`config.mk`:
```
export PLATFORM = sky130hd
export DESIGN_NAME = memoryHandler
export DESIGN_NICKNAME = d
export VERILOG_FILES = /design/src/verilog/rvIsaPkg.sv /design/src/verilog/rvCtrlPkg.sv /design/src/verilog/memoryHandler.sv
export SDC_FILE = /design/constraint.sdc
export NUM_CORES = 1
export LEC_CHECK = 0
export BUFFER_PORTS_ARGS = -buffer_cell sky130_fd_sc_hd__buf_2
export CAP_MARGIN = 20
export CORE_AREA = 2 2 82 84
export DETAILED_ROUTE_END_ITERATION = 10
export DIE_AREA = 0 0 84 86
export GPL_TIMING_DRIVEN = 0
export MAX_ROUTING_LAYER = met4
export PLACE_DENSITY = 0.67
export SLEW_MARGIN = 20
export SYNTH_ARGS = -nofsm -noshare
export SYNTH_HDL_FRONTEND = slang
export SYNTH_SLANG_ARGS = --single-unit
```
`constraint.sdc`:
```
create_clock -name vclk -period 4.6
set_clock_uncertainty 0.2 [all_clocks]
set_input_delay 0.23 -clock vclk [all_inputs]
set_output_delay 0.23 -clock vclk [all_outputs]
set_load 0.01 [all_outputs]
```
`src/verilog/rvIsaPkg.sv`:
```
`default_nettype none

package rvIsaPkg;

    // RV32I major opcodes, inst[6:0]
    typedef enum logic [6:0] {
        OP       = 7'b0110011,  // register-register ALU
        OP_IMM   = 7'b0010011,  // register-immediate ALU
        LOAD     = 7'b0000011,
        STORE    = 7'b0100011,
        BRANCH   = 7'b1100011,
        LUI      = 7'b0110111,
        // known to the ISA but not handled by this core, decoded as illegal
        AUIPC    = 7'b0010111,
        JAL      = 7'b1101111,
        JALR     = 7'b1100111,
        MISC_MEM = 7'b0001111,  // fence
        SYSTEM   = 7'b1110011   // ecall / ebreak / csr
    } opcode_t;

    // alu operation, compares sit above the arithmetic ops
    typedef enum logic [3:0] {
        ADD  = 4'd0,
        SUB  = 4'd1,
        SLL  = 4'd2,
        SLT  = 4'd3,
        SLTU = 4'd4,
        XOR  = 4'd5,
        SRL  = 4'd6,
        SRA  = 4'd7,
        OR   = 4'd8,
        AND  = 4'd9,
        BEQ  = 4'd10,
        BNE  = 4'd11,
        BLT  = 4'd12,
        BGE  = 4'd13,
        BLTU = 4'd14,
        BGEU = 4'd15
    } aluOp_t;

    // raw instruction fields, 32 bits total
    typedef struct packed {
        logic [4:0] rs1;     // source reg 1
        logic [4:0] rs2;     // source reg 2
        logic [4:0] rd;      // dest reg
        logic [2:0] funct3;
        logic [6:0] funct7;
        opcode_t    opcode;
    } decodedInstr_t;

endpackage

`default_nettype wire
```
`src/verilog/rvCtrlPkg.sv`:
```
`default_nettype none

package rvCtrlPkg;
    import rvIsaPkg::*;

    // register write source
    typedef enum logic [1:0] {
        WB_ALU = 2'd0,
        WB_MEM = 2'd1,
        WB_IMM = 2'd2
    } wbSrc_t;

    typedef struct packed {
        logic   aluSrc;    // 1 = imm as operand B
        logic   regWrite;
        wbSrc_t wbSrc;
        logic   memRead;
        logic   memWrite;
        logic   branch;
        aluOp_t aluOp;
        logic   illegal;   // unsupported encoding
    } ctrl_t;

    // request to external data memory
    typedef struct packed {
        logic [31:0] addr;    // word aligned
        logic [31:0] wdata;   // lane replicated
        logic [3:0]  byteEn;
        logic        read;
        logic        write;
    } memReq_t;

    // half on odd byte or word off a word boundary
    function automatic logic misaligned(logic [2:0] funct3, logic [1:0] addrLow);
        case (funct3[1:0])
            2'b01:   return addrLow[0];
            2'b10:   return addrLow != 2'b00;
            default: return 1'b0;   // byte access, always aligned
        endcase
    endfunction

    // R-type only: funct7 must be zero, or 0100000 for SUB/SRA
    function automatic logic badFunct7(ctrl_t ctrl, logic [6:0] funct7);
        logic isOp;
        isOp = ctrl.regWrite && !ctrl.aluSrc && ctrl.wbSrc == WB_ALU;  // only OP matches
        return isOp && !(funct7 == 7'h00 ||
                         (funct7 == 7'h20 && (ctrl.aluOp == SUB || ctrl.aluOp == SRA)));
    endfunction

endpackage

`default_nettype wire

```
`src/verilog/memoryHandler.sv`:
```
`default_nettype none

module memoryHandler
    import rvCtrlPkg::*;
(
    input  ctrl_t       ctrl,
    input  logic [2:0]  funct3,
    input  logic [31:0] addr,
    input  logic [31:0] storeData,
    input  logic [31:0] dataFromMem,
    output memReq_t     memReq,
    output logic [31:0] loadData
);

    logic [1:0]  lane;      // byte offset in word
    logic        mis;
    logic [3:0]  laneEn;    // enables before request gating
    logic [31:0] shifted;   // selected lane moved to bit 0

    assign lane = addr[1:0];
    assign mis  = misaligned(funct3, lane);

    always_comb begin
        memReq.addr  = {addr[31:2], 2'b00};
        memReq.read  = ctrl.memRead & ~mis;    // drop misaligned access
        memReq.write = ctrl.memWrite & ~mis;
        case (funct3[1:0])
            2'b00: begin
                memReq.wdata = {4{storeData[7:0]}};
                laneEn       = 4'b0001 << lane;
            end
            2'b01: begin
                memReq.wdata = {2{storeData[15:0]}};
                laneEn       = 4'b0011 << {lane[1], 1'b0};
            end
            default: begin
                memReq.wdata = storeData;
                laneEn       = 4'b1111;
            end
        endcase
        memReq.byteEn = (memReq.read | memReq.write) ? laneEn : 4'b0000;
    end

    assign shifted = dataFromMem >> {lane, 3'b000};

    always_comb begin
        case (funct3)
            3'b000:  loadData = {{24{shifted[7]}}, shifted[7:0]};     // LB
            3'b001:  loadData = {{16{shifted[15]}}, shifted[15:0]};   // LH
            3'b100:  loadData = {24'b0, shifted[7:0]};                // LBU
            3'b101:  loadData = {16'b0, shifted[15:0]};               // LHU
            default: loadData = dataFromMem;                          // LW
        endcase
    end

endmodule

`default_nettype wire

```
Yosys cells after proc, flatten, opt, wreduce, memory -nomap -nowiden. Cells that the tools add are included.

$add $sub $neg: 0. Multiply operators: 0. Div/mod/pow operators: 0. Order comparisons: 0. Eq/ne operators: 5. Shift operators: 3. Multiplexer cells: 5. Bitwise gates (word level): 4. Reduce and logical (&&, ||, !) cells: 3.

Operators with widths (count): $pmux 32 s4 (1); $pmux 32 s2 (1); $shr 32x5->16 (1); $pmux 4 s2 (1); $eq 3x3->1 const B (2); $mux 4 (1); $shl 1x2->4 const A (1); $shl 2x2->4 const A (1); $eq 3x1->1 const B (1); $logic_not 3->1 (1); $and 1x1->1 (2); $eq 2x1->1 const B (1); $eq 2x2->1 const B (1); $logic_not 2->1 (1); $pmux 1 s2 (1); $reduce_bool 2->1 (1); $not 1->1 (1); $or 1x1->1 (1).

Register bits: 0. Latch bits: 0. RAM bits: 0. Bits in read-only memories: 0. Input bits: 111. Output and inout bits: 102. Logic and storage cells: 20. Memories: 0.

Logic depth before layout (Yosys ltp).
Word-level depth: 6. Gate-level depth with buffers: 8. Depth with buffers taken out: 6.

Least setup slack after synthesis. Ideal clock, no wire load.

Path kind: input -> output. Start: in funct3[1]. End: out loadData[3]. Arrival: 1530 ps. Required time: 4170 ps. Path slack: 2640 ps. Cell stages on the path: 8. Buffers on the path: 2. Cell sequence: inv_1 > ha_1 > buf_2 > nor2_1 > buf_4 > or3_1 > o21ai_0 > a221oi_1.

Cells in the longest elaborated chain, start to end: 2. Elaborated cells between the ends (all ways): 5. Those cells by class: 3 x eq/ne; 1 x mux; 1 x reduce/logical.

RTL lines: start: declaration (line memoryHandler.sv:7) `input logic [2:0] funct3,`; $eq 3x3->1, or another cell as far along (line memoryHandler.sv:47) `case (funct3)`; $pmux 32 s4 (*) (line memoryHandler.sv:47); end: declaration (line memoryHandler.sv:12) `output logic [31:0] loadData`.

Mark *: on every way between the ends. The rest lies on a longest branch, timed or not.

Worst setup path in the final report.
Start: in funct3[1]. End: out loadData[0].

Same word-level chain as after synthesis.

==> impl_metrics.toml <==
[status]
status = "finished, final reports clean"

[route]
first_pass_iters = 4
drcViolationCount = 0
vias = 2373
vias_per_cell = 4.85
totalWireLength_mm = 7.37
drt_iter0_markers = 129
ant_nets = 0
wire_per_inst_microns = 15.1

[cells_and_area]
clkbuf_count = 0
fin_cells = 489
fin_util = 0.401
syn_to_final_growth_pct = 60.8
regArea_sq_um = 0
layout_common_cells = "buf_2 (176), buf_4 (41), nand2_1 (38), nor2_1 (20), o21ai_0 (17)"
drive_gt1_frac = 0.556
layout_commonest_cell = "buf_2"
nets = 528
diodes = 0
final_area_sq_um = 2520
seq_cells = 0

[critical_path]
cp_num_buf_inv = 5
crit_arrival_ns = 2.29
worst_path_largest_cell_delay_ns = 0.51
critPathKind = "in2out"
path_max_fanout = 10
crit_family = "buffers and inverters"
required_ns = 4.17
startpoint_type = "input port"
cp-end-kind = "output port"
cp_slowest_cell = "nor2_1"
cpMostUsedCell = "buf_2"
path_cells = "buf_2, inv_1, ha_1, buf_2, nor2_1, buf_4, nor2_1, a221oi_1, buf_2"

[floorplan]
die_h_microns = 86
die_area_sq_um = 7220
die_w_microns = 84
placementRows = 29
num_io_pins = 213
fp.coreArea_sq_um = 6280
start_util = 0.249

[timing]
slew_violations = 0
maxSlewHeadroom = 0.558
fmax_ghz = 0.368
finalCritPeriodShare = 0.591
fin_ws_ns = 1.88
setup_viol_count_final = 0
holdWs_ns = 0.443
tns_ns = 0
post-route-min-period_ns = 2.72
finalHoldViolations = 0
rsz0062_at_grt = "no"
worst_pin_slew_ns = 0.661

[placed_design]
dp_hpwl_mm = 6.05
placed_area_sq_um = 2520
dpl.cell_count = 489
dp_slack_ns = 1.87
gp_congestion = 0.827
numPortBuffers = 170

[power_and_ir_drop]
cellLeakagePower_nw = 1.55
powerDensity_nw_per_um2 = 123
irDropWorstVdd_v = 0.0000508
p_total_uw = 310

[synthesis]
syn_avg_cell_area_sq_um = 6.49
yosys_warnings = 0
netlist_instances = 241
syn_area_sq_um = 1570
ys_seq_area_frac = 0
netlist-cell-type-count = 33

[grt]
grt_pass1_vias = 2211
gr-total-overflow = 0
grt_pass1_wl_mm = 11.1
antenna_found_initial = 0
grtUsageTotal = 0.191
grt_max_degree = 11

[cts]
ctsHoldBuffers = 0
post-cts-setup-buffers = 0
cts_resized = 0

[flow_run]
maxCapViolCount = 0

[min_path]
holdCritPathClass = "in2out"
==> metal layers <==
metal	share of wire	GRT usage	vias to the layer above	wire [microns]
li1	-	-	1162	-
met1	0.40	0.233	1056	2960
met2	0.52	0.358	151	3820
met3	0.076	0.0144	4	559
met4	0.0039	0.0176	0	29
met5	0	-	-	0
==> cells in the mapped netlist (2+ instances only) <==
library cell  number  area (sq um)
a21o_1            16           120
a21oi_1           11          55.1
nor2b_1            2          12.5
buf_6              4          45.0
a221oi_1           7          61.3
clkbuf_1           7          26.3
mux2i_1           16           160
o21ai_0           17          85.1
a22o_1             8          70.1
nand2_1           38           143
or3_1              7          43.8
o211ai_1           7          52.6
mux2_2             3          33.8
ha_1               3          37.5
inv_1              6          22.5
nor2_1            20          75.1
buf_2              6          30.0
a22oi_1            8          60.1
buf_4             41           308
==> logic make-up after synthesis <==
logic type	after synthesis	synth area share
AO/OA/AOI/OAI	82	0.373
other	1	0.00240
adder cells (fa/ha/maj)	3	0.0240
multiplexers	20	0.133
AND/OR/NAND/NOR	70	0.189
buffers and inverters	65	0.278
==> power breakdown <==
group / switching, mW / internal, mW
registers: 0 / 0
logic: 0.164 / 0.146
clock network: 0 / 0
==> final timing paths <==
| path | startpoint | endpoint | cells past startpoint | slack, ns |
|---|---|---|---|---|
| setup / recovery | funct3[1] | loadData[0] | 9 | 1.88 |
| hold / removal | addr[23] | memReq[61] | 2 | 0.44 |
==> area by class of cell <==
class                      instances  area [sq um]
fill                             692          3760
timing repair buffer             170           851
multi-input combinational        177          1130
buffer                            58           409
inverter                           7          26.3
tap                               77          96.3
Note: power is estimated with default switching activity, not from simulation.
