<file path="src/verilog/rvIsaPkg.sv">
`default_nettype none

package rvIsaPkg;

    // RV32I major opcodes, inst[6:0]
    typedef enum logic [6:0] {
        OP       = 7'b0110011,  // register-register ALU
        OP_IMM   = 7'b0010011,  // register-immediate ALU
        LOAD     = 7'b0000011,
        STORE    = 7'b0100011,
        BRANCH   = 7'b1100011,
        LUI      = 7'b0110111,
        // known to the ISA but not handled by this core, decoded as illegal
        AUIPC    = 7'b0010111,
        JAL      = 7'b1101111,
        JALR     = 7'b1100111,
        MISC_MEM = 7'b0001111,  // fence
        SYSTEM   = 7'b1110011   // ecall / ebreak / csr
    } opcode_t;

    // alu operation, compares sit above the arithmetic ops
    typedef enum logic [3:0] {
        ADD  = 4'd0,
        SUB  = 4'd1,
        SLL  = 4'd2,
        SLT  = 4'd3,
        SLTU = 4'd4,
        XOR  = 4'd5,
        SRL  = 4'd6,
        SRA  = 4'd7,
        OR   = 4'd8,
        AND  = 4'd9,
        BEQ  = 4'd10,
        BNE  = 4'd11,
        BLT  = 4'd12,
        BGE  = 4'd13,
        BLTU = 4'd14,
        BGEU = 4'd15
    } aluOp_t;

    // raw instruction fields, 32 bits total
    typedef struct packed {
        logic [4:0] rs1;     // source reg 1
        logic [4:0] rs2;     // source reg 2
        logic [4:0] rd;      // dest reg
        logic [2:0] funct3;
        logic [6:0] funct7;
        opcode_t    opcode;
    } decodedInstr_t;

endpackage

`default_nettype wire
</file>
<file path="src/verilog/rvCtrlPkg.sv">
`default_nettype none

package rvCtrlPkg;
    import rvIsaPkg::*;

    // register write source
    typedef enum logic [1:0] {
        WB_ALU = 2'd0,
        WB_MEM = 2'd1,
        WB_IMM = 2'd2
    } wbSrc_t;

    typedef struct packed {
        logic   aluSrc;    // 1 = imm as operand B
        logic   regWrite;
        wbSrc_t wbSrc;
        logic   memRead;
        logic   memWrite;
        logic   branch;
        aluOp_t aluOp;
        logic   illegal;   // unsupported encoding
    } ctrl_t;

    // request to external data memory
    typedef struct packed {
        logic [31:0] addr;    // word aligned
        logic [31:0] wdata;   // lane replicated
        logic [3:0]  byteEn;
        logic        read;
        logic        write;
    } memReq_t;

    // half on odd byte or word off a word boundary
    function automatic logic misaligned(logic [2:0] funct3, logic [1:0] addrLow);
        case (funct3[1:0])
            2'b01:   return addrLow[0];
            2'b10:   return addrLow != 2'b00;
            default: return 1'b0;   // byte access, always aligned
        endcase
    endfunction

    // R-type only: funct7 must be zero, or 0100000 for SUB/SRA
    function automatic logic badFunct7(ctrl_t ctrl, logic [6:0] funct7);
        logic isOp;
        isOp = ctrl.regWrite && !ctrl.aluSrc && ctrl.wbSrc == WB_ALU;  // only OP matches
        return isOp && !(funct7 == 7'h00 ||
                         (funct7 == 7'h20 && (ctrl.aluOp == SUB || ctrl.aluOp == SRA)));
    endfunction

endpackage

`default_nettype wire

</file>
<file path="src/verilog/instrDecoder.sv">
`default_nettype none

module instrDecoder
    import rvIsaPkg::*;
    import rvCtrlPkg::*;
(
    input  logic [31:0]   instruction,
    output decodedInstr_t fields,
    output logic [31:0]   imm,
    output ctrl_t         ctrl
);

    logic [31:0] immI, immS, immB, immU;   // immediate per format
    logic        altBit;                   // inst[30], sub / arith shift
    logic        loadOk, storeOk, branchOk;
    aluOp_t      arithOp;                  // OP / OP_IMM operation
    aluOp_t      branchOp;                 // compare for BRANCH

    assign fields.rs1    = instruction[19:15];
    assign fields.rs2    = instruction[24:20];
    assign fields.rd     = instruction[11:7];
    assign fields.funct3 = instruction[14:12];
    assign fields.funct7 = instruction[31:25];
    assign fields.opcode = opcode_t'(instruction[6:0]);

    assign altBit = instruction[30];

    assign immI = {{20{instruction[31]}}, instruction[31:20]};
    assign immS = {{20{instruction[31]}}, instruction[31:25], instruction[11:7]};
    assign immB = {{19{instruction[31]}}, instruction[31], instruction[7],
                   instruction[30:25], instruction[11:8], 1'b0};
    assign immU = {instruction[31:12], 12'b0};

    // LB LH LW LBU LHU / SB SH SW
    assign loadOk  = fields.funct3 != 3'b011 && fields.funct3[2:1] != 2'b11;
    assign storeOk = !fields.funct3[2] && fields.funct3[1:0] != 2'b11;

    always_comb begin
        case (fields.funct3)
            3'b000:  arithOp = (altBit && fields.opcode == OP) ? SUB : ADD;  // no SUBI
            3'b001:  arithOp = SLL;
            3'b010:  arithOp = SLT;
            3'b011:  arithOp = SLTU;
            3'b100:  arithOp = XOR;
            3'b101:  arithOp = altBit ? SRA : SRL;  // SRAI keeps bit 30 too
            3'b110:  arithOp = OR;
            default: arithOp = AND;
        endcase
    end

    always_comb begin
        branchOp = BEQ;
        branchOk = 1'b1;
        case (fields.funct3)
            3'b000:  branchOp = BEQ;
            3'b001:  branchOp = BNE;
            3'b100:  branchOp = BLT;
            3'b101:  branchOp = BGE;
            3'b110:  branchOp = BLTU;
            3'b111:  branchOp = BGEU;
            default: branchOk = 1'b0;   // 010 / 011 reserved
        endcase
    end

    always_comb begin
        ctrl = '0;   // WB_ALU, ADD, nothing enabled
        imm  = '0;
        case (fields.opcode)
            OP: begin
                ctrl.regWrite = 1'b1;
                ctrl.aluOp    = arithOp;
            end
            OP_IMM: begin
                ctrl.aluSrc   = 1'b1;
                ctrl.regWrite = 1'b1;
                ctrl.aluOp    = arithOp;
                imm           = immI;
            end
            LOAD: begin
                ctrl.aluSrc = 1'b1;   // address = rs1 + imm
                imm         = immI;
                if (loadOk) begin
                    ctrl.regWrite = 1'b1;
                    ctrl.memRead  = 1'b1;
                    ctrl.wbSrc    = WB_MEM;
                end else begin
                    ctrl.illegal = 1'b1;
                end
            end
            STORE: begin
                ctrl.aluSrc   = 1'b1;
                imm           = immS;
                ctrl.memWrite = storeOk;
                ctrl.illegal  = !storeOk;
            end
            BRANCH: begin
                imm          = immB;      // target offset, no pc here
                ctrl.aluOp   = branchOp;
                ctrl.branch  = branchOk;
                ctrl.illegal = !branchOk;
            end
            LUI: begin
                ctrl.aluSrc   = 1'b1;
                ctrl.regWrite = 1'b1;
                ctrl.wbSrc    = WB_IMM;
                imm           = immU;
            end
            default: ctrl.illegal = 1'b1;  // jal/jalr/auipc/fence/system/unknown
        endcase
    end

endmodule

`default_nettype wire

</file>
<file path="config.mk">
export PLATFORM = sky130hd
export DESIGN_NAME = instrDecoder
export DESIGN_NICKNAME = d
export VERILOG_FILES = /design/src/verilog/rvIsaPkg.sv /design/src/verilog/rvCtrlPkg.sv /design/src/verilog/instrDecoder.sv
export SDC_FILE = /design/constraint.sdc
export NUM_CORES = 1
export LEC_CHECK = 0
export ABC_CLOCK_PERIOD_IN_PS = 1500
export BUFFER_PORTS_ARGS = -buffer_cell sky130_fd_sc_hd__buf_2
export CORE_AREA = 2 2 55 57
export DETAILED_ROUTE_END_ITERATION = 8
export DIE_AREA = 0 0 57 59
export GPL_TIMING_DRIVEN = 0
export PLACE_DENSITY = 0.82
export SYNTH_ARGS = -nofsm -noshare
export SYNTH_HDL_FRONTEND = slang
export SYNTH_SLANG_ARGS = --single-unit
</file>
<file path="constraint.sdc">
create_clock -name vclk -period 1.5
set_clock_uncertainty 0.15 [all_clocks]
set_input_delay 0.15 -clock vclk [all_inputs]
set_output_delay 0.15 -clock vclk [all_outputs]
set_load 0.1 [all_outputs]
</file>
==> results of run 1 <==
## cell usage after synthesis, drive strengths merged, types with 2 or more instances
| cell type | number | area [um^2] |
|---|---|---|
| buf | 44 | 342 |
| a21o | 20 | 150 |
| o21ai | 7 | 46.3 |
| a22o | 6 | 52.6 |
| and2b | 6 | 45.0 |
| nand2 | 6 | 22.5 |
| nor2 | 6 | 25.0 |
| nor2b | 5 | 41.3 |
| a21oi | 3 | 15.0 |
| nand3 | 3 | 15.0 |
| nand2b | 2 | 20.0 |
| nor4b | 2 | 32.5 |
## logic make-up after synthesis
group | count (synthesis) | synth area share, %
buffers and inverters | 46 | 37.0
and+or+nand+nor | 38 | 28.8
AOI/OAI and AO/OA | 41 | 33.1
muxes | 1 | 1.06
## per-stage QoR
step | hold slack (ns) | util [%]
3_5_place_dp | 0.535 | 67.5
3_3_place_gp | 0.534 | 67.5
2_1_floorplan | 0.348 | -
==> results list, run 1 <==
- Sequential fraction of the synthesis area: 0%
- 108 I/O pins were placed.
* Mean cell area of the mapped netlist: 7.51 um^2
- Row count: 19
* Die boundary height: 59 um
* Number of hold buffers added after cts: 0
* Error that ended the run: [ERROR DPL-0038] Utilization greater than 100%, impossible to legalize
- Post-Syn Instances: 126
- Count of instances resized after the clock tree is built: 196
- Status: aborted with a tool error
* Final weighted congestion of routability-driven global placement: 0.830
- Count of input and output buffers: 104
- For this configuration, the core starts out at a cell density of 34.9%.
* Detailed Place HPWL: 2.80 mm
* # placed instances: 261
- Worst slack after detailed placement: -0.537 ns
- The mapped netlist covers 946 um^2.
- Width of the die: 57 um
- Cell variety after synth: 37
- The placed instances occupy a cell area of 1830 um^2.
* Synth Net Count: 158
- The Yosys step of the flow raised 0 warnings.
- Post-CTS Setup Inserts: 18
* Stage where the run ended: clock tree synthesis (4_1_cts)
==> run 2: changes to the inputs <==
Settings changed: CORE_AREA 2 2 55 57 to 2 2 72 74, DIE_AREA 0 0 57 59 to 0 0 74 76, PLACE_DENSITY 0.82 to not set, PLACE_DENSITY_LB_ADDON set to 0.15.
==> results list, run 2 <==
- Violated checks: setup timing
- Global routing finished with a remaining overflow of 0.
- Std-Cell Core Area: 4910 um^2
- The path with the worst hold slack has its endpoint at imm[17].
- Avg Vias per Cell: 4.23
- Final Max Tran Viols: 0
- The cell count after placement was 300 (was 261).
- Final weighted congestion of routability-driven global placement: 0.672 (was 0.830)
- Maximum number of pins on one net before global-route repair: 11
- The design has 0 sequential cells.
* DRC violation count after routing: 0
* Total standard cell area after synthesis: 946 um^2 (unchanged)
* RSZ-0062 raised after global routing: yes
- The initial core utilization was 19.3% (was 34.9%).
* Slew HR: 67.3%
- For the final routed database, the setup TNS stands at -8.06 ns.
- The library cell with the highest instance count after synthesis is sky130_fd_sc_hd__buf_4 (unchanged).
- Commonest non-fill, non-tap cells in the layout: 56 x sky130_fd_sc_hd__buf_2, 49 x sky130_fd_sc_hd__buf_4, 49 x sky130_fd_sc_hd__buf_12
* Count of cells along the worst hold path: 3
- Share of cells above drive strength 1: 91.3%
- Warnings from Yosys: 0 (unchanged)
- The number of standard-cell rows in the floorplan came to 26 (was 19).
- The number of distinct standard cells referenced by the synthesized netlist came to 37 (unchanged).
* Maximum net fanout on the critical path: 6
- Category of the critical setup timing path: in2out
- In this run the static leakage power is 1.49 nW.
* Crit path launch type: input port
- The fraction of synthesized cell area taken by the top area cell type is 27.8% (unchanged).
* Transition at the pin with the smallest max-transition slack: 0.493 ns
* Number of violations of the max-capacitance limit: 0
- Final-report hold violation count: 0
* Detailed Place HPWL: 2.94 mm (was 2.80 mm)
- The synthesized instance count came to 126 (unchanged).
* Arrival time of data at the critical path endpoint: 1.47 ns
- Number of DRC violations after detailed-routing iteration 0: 17
- Sequential fraction of the synthesis area: 0% (unchanged)
- The total I/O pin count was 108 (unchanged).
- Width of the die: 74 um (was 57 um)
* Total die area: 5620 um^2
- Aggregate global-route resource usage: 15.3%
- Most used standard cells in the synthesized netlist: 35 x sky130_fd_sc_hd__buf_4, 20 x sky130_fd_sc_hd__a21o_1 (unchanged)
* Final-layout worst hold slack: 0.523 ns
- The worst-case IR drop observed on VDD is 0.000217 V.
* Area taken by multi-input logic gates: 990 um^2
* Data required time of the critical path: 1.20 ns
- The tightest min-delay check is of the in2out type.
* Startpoint of the most critical hold path: instruction[17]
- Once detail routing completed, the nets flagged for antenna violations numbered 0.
* Count of input and output buffers: 104 (unchanged)
- Worst slack after detailed placement: -0.577 ns (was -0.537 ns)
* Cell types occupying the most area after synthesis: sky130_fd_sc_hd__buf_4 28%, sky130_fd_sc_hd__a21o_1 16%, sky130_fd_sc_hd__a22o_1 5.6%, sky130_fd_sc_hd__and2b_1 4.8%, sky130_fd_sc_hd__buf_6 3.6% (unchanged)
- Status: finished with violations (was aborted with a tool error)
- Die boundary height: 76 um (was 59 um)
- The routed design could run at a clock period as short as 1.77 ns.
- In the finished design, the share of the clock period the worst path needs comes to 118%.
- After layout, the worst setup slack is -0.273 ns.
* Synthesis-to-finish area growth: 226%
- The final layout contains routed wiring with a total length of 4.49 mm.
- Most frequent standard cell in the layout excluding fill and tap cells: sky130_fd_sc_hd__buf_2
* Iteration count of the initial detailed-routing pass: 4
- After detailed routing, the average wire length per cell comes to 13.4 um.
- Sequential cell area: 0 um^2
- Final setup viols: 44
- Number of hold buffers added after cts: 0 (unchanged)
- STA classifies the critical path endpoint as a primary output.
* Synth Net Count: 158 (unchanged)
* Power per cell area: 281 nW/um^2
- Global-route wire length before repair: 7.02 mm
- Highest clock frequency the design can meet: 564 MHz
- In the final design database the tool counted 299 nets.
- Clock buffer cells: 0
- Counting the fill cells in the layout gives 383.
- Across all layers, the routed design uses 1,418 vias.
- Yosys top cell by area: sky130_fd_sc_hd__buf_4 (unchanged)
- Post-Layout Cell Count: 335
- The repair_antennas step left the layout with diodes totalling 0.
- Mean cell area of the mapped netlist: 7.51 um^2 (unchanged)
* Initial antenna violation count: 0
* Number of global-route vias before repair: 1,432
==> run 2: worst max-delay path, stage by stage <==
cell	delay, ns
sky130_fd_sc_hd__buf_6	0.09
sky130_fd_sc_hd__and4bb_1	0.20
sky130_fd_sc_hd__buf_6	0.14
sky130_fd_sc_hd__o21ai_4	0.10
sky130_fd_sc_hd__nor2b_4	0.07
sky130_fd_sc_hd__buf_8	0.13
sky130_fd_sc_hd__buf_12	0.12
sky130_fd_sc_hd__buf_12	0.12
sky130_fd_sc_hd__a21o_4	0.19
sky130_fd_sc_hd__buf_12	0.16
==> run 2: layout make-up <==
type | count | share of cell area [%]
multi-input cells | 80 | 32.1
well taps | 70 | 2.84
repair buffers | 140 | 52.6
inverters | 1 | 0.122
plain buffers | 44 | 12.4
==> run 2: report_power, final <==
part / switching, W / internal, W
registers: 0 / 0
clock network: 0 / 0
logic: 0.000599 / 0.000268
==> run 2: how the worst max path moves through the flow <==
stage	from	to	slack (ns)	cells after the start
after CTS	instruction[2]	imm[12]	-0.28	10
after detailed placement	instruction[3]	imm[31]	-0.58	7
after floorplan	instruction[3]	ctrl[10]	-1.04	5
after global routing	instruction[3]	imm[26]	-0.33	10
after global placement	instruction[3]	imm[0]	-0.58	7
final	instruction[1]	imm[26]	-0.27	10
==> run 2: layer usage <==
metal | track usage, % | up-vias | share of wire (%)
met3 | 0.661 | 2 | 5.8
met4 | 1.45 | 0 | 0.47
met5 | 0 | - | 0
met1 | 18.0 | 653 | 38
met2 | 30.4 | 64 | 56
li1 | - | 699 | -
==> run 2: cell families (layout without fill, tap and decap cells) <==
group                  Yosys count  count (layout)  share of synthesized area (%)
buffers and inverters           46             185                           37.0
AOI/OAI and AO/OA               41              41                           33.1
and+or+nand+nor                 38              38                           28.8
muxes                            1               1                           1.06
==> run 2: repair_timing <==
action,CTS,global route
gates cloned,3,0
setup endpoints to repair,44,44
resized for setup,210,15
buffers inserted,29,7
pin swaps,15,9
==> run 2: per-stage QoR <==
stage | utilization, % | power, W | instance area (um^2)
2_1_floorplan | - | 0.000609 | 1270
3_3_place_gp | 38.2 | 0.000734 | 1880
3_5_place_dp | 38.2 | 0.000735 | 1880
4_1_cts | 61.9 | 0.000851 | 3040
5_1_grt | 62.9 | 0.000899 | 3090
6_report | 62.9 | 0.000867 | 3090
(Power assumes the default switching activity.)
