===== src/verilog/rvIsaPkg.sv =====
`default_nettype none

package rvIsaPkg;

    // RV32I major opcodes, inst[6:0]
    typedef enum logic [6:0] {
        OP       = 7'b0110011,  // register-register ALU
        OP_IMM   = 7'b0010011,  // register-immediate ALU
        LOAD     = 7'b0000011,
        STORE    = 7'b0100011,
        BRANCH   = 7'b1100011,
        LUI      = 7'b0110111,
        // known to the ISA but not handled by this core, decoded as illegal
        AUIPC    = 7'b0010111,
        JAL      = 7'b1101111,
        JALR     = 7'b1100111,
        MISC_MEM = 7'b0001111,  // fence
        SYSTEM   = 7'b1110011   // ecall / ebreak / csr
    } opcode_t;

    // alu operation, compares sit above the arithmetic ops
    typedef enum logic [3:0] {
        ADD  = 4'd0,
        SUB  = 4'd1,
        SLL  = 4'd2,
        SLT  = 4'd3,
        SLTU = 4'd4,
        XOR  = 4'd5,
        SRL  = 4'd6,
        SRA  = 4'd7,
        OR   = 4'd8,
        AND  = 4'd9,
        BEQ  = 4'd10,
        BNE  = 4'd11,
        BLT  = 4'd12,
        BGE  = 4'd13,
        BLTU = 4'd14,
        BGEU = 4'd15
    } aluOp_t;

    // raw instruction fields, 32 bits total
    typedef struct packed {
        logic [4:0] rs1;     // source reg 1
        logic [4:0] rs2;     // source reg 2
        logic [4:0] rd;      // dest reg
        logic [2:0] funct3;
        logic [6:0] funct7;
        opcode_t    opcode;
    } decodedInstr_t;

endpackage

`default_nettype wire

===== src/verilog/rvCtrlPkg.sv =====
`default_nettype none

package rvCtrlPkg;
    import rvIsaPkg::*;

    // register write source
    typedef enum logic [1:0] {
        WB_ALU = 2'd0,
        WB_MEM = 2'd1,
        WB_IMM = 2'd2
    } wbSrc_t;

    typedef struct packed {
        logic   aluSrc;    // 1 = imm as operand B
        logic   regWrite;
        wbSrc_t wbSrc;
        logic   memRead;
        logic   memWrite;
        logic   branch;
        aluOp_t aluOp;
        logic   illegal;   // unsupported encoding
    } ctrl_t;

    // request to external data memory
    typedef struct packed {
        logic [31:0] addr;    // word aligned
        logic [31:0] wdata;   // lane replicated
        logic [3:0]  byteEn;
        logic        read;
        logic        write;
    } memReq_t;

    // half on odd byte or word off a word boundary
    function automatic logic misaligned(logic [2:0] funct3, logic [1:0] addrLow);
        case (funct3[1:0])
            2'b01:   return addrLow[0];
            2'b10:   return addrLow != 2'b00;
            default: return 1'b0;   // byte access, always aligned
        endcase
    endfunction

    // R-type only: funct7 must be zero, or 0100000 for SUB/SRA
    function automatic logic badFunct7(ctrl_t ctrl, logic [6:0] funct7);
        logic isOp;
        isOp = ctrl.regWrite && !ctrl.aluSrc && ctrl.wbSrc == WB_ALU;  // only OP matches
        return isOp && !(funct7 == 7'h00 ||
                         (funct7 == 7'h20 && (ctrl.aluOp == SUB || ctrl.aluOp == SRA)));
    endfunction

endpackage

`default_nettype wire


===== src/verilog/writebackRegFile.sv =====
`default_nettype none

module writebackRegFile
    import rvIsaPkg::*;
    import rvCtrlPkg::*;
#(
    parameter int NumRegs = 32   // 32 for RV32I, 16 for RV32E
) (
    input  logic          clk,
    input  logic          rst,
    input  decodedInstr_t fields,
    input  ctrl_t         ctrl,
    input  logic [31:0]   aluResult,
    input  logic [31:0]   loadData,
    input  logic [31:0]   imm,
    output logic [31:0]   regA,
    output logic [31:0]   regB,
    output logic [31:0]   regWindow [NumRegs]
);

    logic [31:0] wbData;
    logic        wrEn;

    always_comb begin
        case (ctrl.wbSrc)
            WB_MEM:  wbData = loadData;
            WB_IMM:  wbData = imm;
            default: wbData = aluResult;
        endcase
    end

    // misaligned loads never reach memory, so they must not write either
    assign wrEn = ctrl.regWrite && !ctrl.illegal
               && !badFunct7(ctrl, fields.funct7)
               && !(ctrl.memRead && misaligned(fields.funct3, aluResult[1:0]))
               && fields.rd != 5'd0 && fields.rd < NumRegs;

    always_ff @(posedge clk) begin
        if (rst) begin
            for (int i = 0; i < NumRegs; i++) begin
                regWindow[i] <= 32'b0;
            end
        end else if (wrEn) begin
            regWindow[fields.rd] <= wbData;
        end
    end

    // x0 and out-of-range regs read zero
    assign regA = (fields.rs1 != 5'd0 && fields.rs1 < NumRegs) ? regWindow[fields.rs1] : 32'b0;
    assign regB = (fields.rs2 != 5'd0 && fields.rs2 < NumRegs) ? regWindow[fields.rs2] : 32'b0;

endmodule

`default_nettype wire


===== config.mk =====
export PLATFORM = sky130hd
export DESIGN_NAME = writebackRegFile
export DESIGN_NICKNAME = d
export VERILOG_FILES = /design/src/verilog/rvIsaPkg.sv /design/src/verilog/rvCtrlPkg.sv /design/src/verilog/writebackRegFile.sv
export SDC_FILE = /design/constraint.sdc
export NUM_CORES = 2
export LEC_CHECK = 0
export BUFFER_PORTS_ARGS = -buffer_cell sky130_fd_sc_hd__buf_2
export CAP_MARGIN = 20
export CORE_AREA = 8 8 474 476
export CTS_BUF_LIST = sky130_fd_sc_hd__clkbuf_2
export DETAILED_ROUTE_END_ITERATION = 6
export DIE_AREA = 0 0 482 484
export PLACE_DENSITY = 0.54
export SLEW_MARGIN = 10
export SYNTH_ARGS = -nofsm -noshare
export SYNTH_HDL_FRONTEND = slang
export SYNTH_SLANG_ARGS = --single-unit
export TNS_END_PERCENT = 5

===== constraint.sdc =====
create_clock -name clk -period 5.6 [get_ports clk]
set_input_delay 0.84 -clock clk [delete_from_list [all_inputs] [get_ports clk]]
set_output_delay 0.84 -clock clk [all_outputs]
set_load 0.05 [all_outputs]

# Yosys cells after proc, flatten, opt, wreduce, memory -nomap -nowiden
# Cells that the tools add are included.
# word_totals
reg_bits,1024
inputBits,142
output_inout_bits,1088
elab_cells,82
# classes
magnitude_cmp,4
eq_ne,7
n_mux,13
bitwise,3
n_reduce_logical,23
# op_table
op,n
bitwise mux 1024 bit,1
binary-select mux 32 bit (select 5 bit),2
2-to-1 mux 32 bit,7
demux 32 bit (select 5 bit),1
case mux 32 bit (2 select lines),1
greater-or-equal comparator 6 bit (second input constant),3
inverter 5 -> 6 bit,3
nonzero test 5 bit,3
logical AND 1 bit,10
== test 7 x 6 -> 1 bit (second input constant),1
logical NOT 7 bit,1
< comparator 6 x 1 -> 1 bit (second input constant),1
logical NOT 1 bit,5
== test 2 x 1 -> 1 bit (second input constant),2
== test 2 bit (second input constant),2
== test 4 x 1 -> 1 bit (second input constant),1
== test 4 x 3 -> 1 bit (second input constant),1
logical NOT 2 bit,1
logical OR 1 bit,2
case mux 1 bit (2 select lines),1
nonzero test 2 bit,1

# Logic depth before layout (Yosys ltp)
# logic_depth
depth_word,10
depth_mapped,9
ltp_nobuf,7

# Worst setup path before layout
# OpenSTA, ideal clock, no wires.
# synth_path
kind,input to output
from,input port fields[23] (netlist bit)
to,output port regB[10]
t_arrival_ns,3.647
required_time_ns,4.760
path_slack_ns,1.113
cell_stages,9
n_path_buf,4
path_cell_list,buf_2 buf_4 buf_2 nand2b_1 buf_1 o22ai_1 a221oi_1 o22ai_1 nor4_1
# synth_between
elab_chain_len,5
elab_cells_between_ends,6
cone_classes,mux: 4; bitwise: 1; reduce/logical: 1
# synth_lines
item,line,text
start: declaration,writebackRegFile.sv:11,"input decodedInstr_t fields,"
inverter 5 -> 6 bit (implied by the code),writebackRegFile.sv:50,assign regB = (fields.rs2 != 5'd0 && fields.rs2 < NumRegs) ? regWindow[fields.rs2] : 32'b0;
binary-select mux 32 bit (select 5 bit),writebackRegFile.sv:50,
2-to-1 mux 32 bit (implied by the code) (2 in a row),writebackRegFile.sv:50,
2-to-1 mux 32 bit *,writebackRegFile.sv:50,
end: declaration,writebackRegFile.sv:17,"output logic [31:0] regB,"
# Every way passes the cells marked *; elsewhere a longest branch is shown, timed or not. The select of a mux whose other input is x is not followed.

# Worst setup path in the final report
# layout_path
from,register regWindow[161] (netlist bit)
to,output port regA[1]
# layout_between
elab_chain_len,4
# layout_lines
item,line,text
start: declaration,writebackRegFile.sv:18,output logic [31:0] regWindow [NumRegs]
start signal: indexed assignment,writebackRegFile.sv:44,regWindow[fields.rd] <= wbData;
binary-select mux 32 bit (select 5 bit),writebackRegFile.sv:49,assign regA = (fields.rs1 != 5'd0 && fields.rs1 < NumRegs) ? regWindow[fields.rs1] : 32'b0;
2-to-1 mux 32 bit (implied by the code) (2 in a row),writebackRegFile.sv:49,
2-to-1 mux 32 bit,writebackRegFile.sv:49,
end: declaration,writebackRegFile.sv:16,"output logic [31:0] regA,"
# No other way between the ends. The select of a mux whose other input is x is not followed.

==> flow_metrics.py <==
metrics = {
    "layout": {
        "syn_to_final_growth_pct": 23.98,
        "drive_gt1_share_pct": 38.55,
        "largest_reg_flops": 1024,
        "nFillCells": 22580,
        "final_cells": 9379,
        "multi_input_area_um2": 33390,
        "largest-register": "regWindow",
        "regArea_um2": 20500,
        "largestRegisters": "regWindow: 1024 flops",
        "nNetsFinal": 6444,
    },
    "floorplanning": {
        "core_um2": 217800,
        "io_pins": 1230,
        "die_w_um": 482,
        "rows": 172,
        "die_y_um": 484,
        "start_util_pct": 25.87,
        "dieArea_um2": 233300,
    },
    "critical_path": {
        "start_kind": "register",
        "rr_endpoint": "regWindow[510]",
        "crit_family": "compound AO/OA/AOI/OAI gates",
        "worstPathCellList": "mux4_2 > a22o_1 > a211oi_1 > nor3_1 > buf_12",
        "slowest_delay_ns": 1.00,
        "path_max_fanout": 4,
        "cpMaxStageDelayCell": "a211oi_1",
        "critPathKind": "reg -> out",
        "critPathRequiredTime_ns": 4.76,
        "cp-startpoint": "regWindow[161]",
        "cp.arrival_ns": 4.56,
        "critical_path.endpoint": "regA[1]",
        "path_buf_inv": 1,
        "crit_cells": 5,
        "timing.rr.start": "regWindow[510]",
        "worstRegToRegCells": 3,
        "r2r_setup_slack_ns": 4.20,
        "cp-end-kind": "output port",
    },
    "route": {
        "vias_per_cell": 5.457,
        "detail-route-antenna-nets": 0,
        "wl_per_cell_um": 35.73,
        "drt-total-wl_mm": 335.1,
        "vias": 51180,
        "drt_iter0_markers": 5719,
        "drcViolationCount": 0,
        "dr.pass1.iters": 6,
    },
    "sta": {
        "setup_ws_ns": 0.2022,
        "setup_tns_ns": 0,
        "finalSetupViolCount": 0,
        "tightest_slew_ns": 1.236,
        "timing.fmax_mhz": 185.3,
        "max_slew_margin_pct": 17.11,
        "slew_viol_final": 0,
        "period_share_pct": 96.39,
        "finalHoldViolCount": 0,
        "rsz0062_at_grt": "false",
        "clock_skew_ns": 0,
        "min_period_ns": 5.398,
    },
    "pwr": {
        "p_seq_share_pct": 47.5,
        "p_comb_share_pct": 15.2,
        "power_density_nw_per_um2": 221.4,
        "switchingPower_mw": 5.278,
        "clock_power_share_pct": 37.3,
        "ir_worst_vdd_mv": 0.1958,
        "p_sw_share_pct": 34.13,
        "cellInternalPower_mw": 10.19,
        "power.leakage_nw": 35.35,
    },
    "clock_tree": {
        "cts-root-buf": "clkbuf_2",
        "cts_made_buffers": 314,
        "cts_tree": "done",
        "clockBufferDepth": 4,
        "cts_max_level": 5,
        "clock_sinks": 1024,
        "cts.clk_slew.worst_paths_ns": 0.10,
        "clkLatencyLatePin_ns": 1.77,
        "post-cts-setup-buffers": 0,
    },
    "global_routing": {
        "grt_max_degree": 258,
        "grt_pass1_wl_mm": 447.0,
        "grt_use_total_pct": 27.25,
        "antenna_found_initial": 32,
        "grt_pass1_vias": 49910,
        "grt_overflow": 0,
    },
    "yosys": {
        "synth_adder_area_share_pct": 0.1110,
        "synth.most_common_cell": "mux2i_1",
        "netlist_instances": 4949,
        "avgSynthCellArea_um2": 11.38,
        "ys_ff_latch": 1024,
        "yosysUniqueCellTypes": 51,
        "yosysTopAreaCell": "dfxtp_1",
        "synth_area_leaders": "dfxtp_1 (36%), mux2i_1 (21%), mux4_2 (16%)",
        "synth_top_area_share_pct": 36.38,
        "synthSimpleGateAreaFrac_pct": 14.77,
        "async_flop_share_pct": 0,
        "synth_top_family_by_area": "multiplexers",
        "synth.area.mux_share_pct": 38.69,
        "synth_common_cells": "mux2i_1 (1174), dfxtp_1 (1024), nand2b_1 (1013), mux4_2 (396), clkbuf_1 (320)",
        "synthXorXnorAreaFrac_pct": 0.01555,
        "synth-edff-count": 0,
        "yosysWarningCount": 0,
        "synth_top_flop_cell": "dfxtp_1",
        "synth_compound_area_share_pct": 5.325,
        "syn-num-nets": 5096,
        "synthesis.area_um2": 56340,
        "seq_area_frac_synth_pct": 36.38,
    },
    "job": {
        "cap_violations": 0,
    },
    "place": {
        "place.gp.congestion": 0.9244,
        "portBuffers": 1219,
        "place_inst": 8729,
        "pre_cts_slack_ns": 0.4456,
        "hpwl_mm": 242.9,
    },
    "status": {
        "status": "finished, final reports clean",
    },
    "min_path": {
        "hold_path.class": "in -> reg",
    },
}
-- worst register-to-register path, delay by kind of cell, from the launching register on --
family	cells	cell delay [ns]
buf+inv	1	0.57
flops	1	0.57
mux	1	0.13
simple gates	1	0.09
-- kinds of logic after synthesis --
group / count (synthesis)
AOI/OAI and AO/OA: 392
xor gates and xnor gates: 1
adders and majority gates: 5
buffers and inverters: 539
DFF: 1024
muxes: 1670
and+or+nand+nor: 1318
-- worst min path at each step --
stage                    startpoint              end  slack (ns)  cells past startpoint
floorplan            regWindow[801]   regWindow[801]        0.71                      2
global placement    regWindow[1014]  regWindow[1014]        0.48                      1
detailed placement  regWindow[1014]  regWindow[1014]        0.49                      1
CTS                   aluResult[24]   regWindow[440]        0.02                      6
global route           loadData[13]   regWindow[269]        0.06                      4
finish                          rst   regWindow[495]        0.31                      4
-- layout make-up --
type,instances,share of cell area (%)
Timing Repair Buffer,1567,14.02
Multi-Input combinational cell,3386,47.80
Antenna cell,20,0.07165
Clock inverter,57,0.3672
Tap cell,2871,5.143
Sequential cell,1024,29.35
Clock buffer,450,3.224
Inverter,4,0.02149
-- layer usage --
metal	track usage [%]	part of all wire, %
met1	35.16	40
met2	40.76	42
met3	10.16	12
met4	11.58	5.1
met5	0	0.016
-- cell usage in the layout, fill, tap and decap left out, types with 7 or more instances in the layout --
cell | Yosys | routed
nor2b_1 | 87 | 84
diode_2 | 0 | 20
buf_12 | 0 | 58
mux4_2 | 396 | 396
a2111oi_1 | 0 | 17
clkinv_2 | 0 | 9
clkbuf_2 | 1 | 451
dfxtp_1 | 1024 | 1024
a22oi_1 | 32 | 32
a211oi_1 | 76 | 75
nand4_4 | 10 | 10
nand4b_4 | 10 | 10
o221ai_1 | 26 | 26
nor2_1 | 55 | 53
a211o_2 | 0 | 15
a221oi_1 | 38 | 38
nor3_1 | 37 | 37
buf_4 | 42 | 190
buf_2 | 109 | 1203
a22o_1 | 51 | 51
a21oi_1 | 11 | 11
nand2b_1 | 1013 | 1009
nand2_1 | 38 | 34
clkinv_1 | 0 | 40
dlygate4sd3_1 | 0 | 108
a211o_1 | 33 | 18
mux2i_1 | 1174 | 1174
o22ai_1 | 90 | 89
mux2_2 | 100 | 100
a2111oi_0 | 26 | 7
nor4_1 | 33 | 29
nand2_2 | 10 | 8
-- through the flow --
stage / hold WS [ns] / total power [mW] / instance area (um2) / util, %
floorplan: 0.7127 / 8.714 / 56340 / -
global placement: 0.4795 / 9.677 / 65890 / 30.26
detailed placement: 0.4858 / 9.694 / 65900 / 30.26
CTS: 0.01960 / 15.61 / 69780 / 32.04
global route: 0.06353 / 16.04 / 69830 / 32.06
finish: 0.3116 / 15.46 / 69850 / 32.07
-- what timing repair did --
action	in CTS	in global routing
gates resized for setup	1	1
hold endpoints to repair	974	0
setup endpoints to repair	1	1
pin swaps	0	0
hold buffers	122	0
-- power by group through the flow --
stage                     sequential (mW)  combinational [mW]  clock (mW)
after floorplan                      7.60                1.12           0
after global placement               7.51                2.17           0
after detailed placement             7.51                2.18           0
after CTS                            7.34                2.33        5.95
after global routing                 7.35                2.40        6.29
final                                7.34                2.35        5.78
Note: power is estimated with default switching activity, not from simulation.
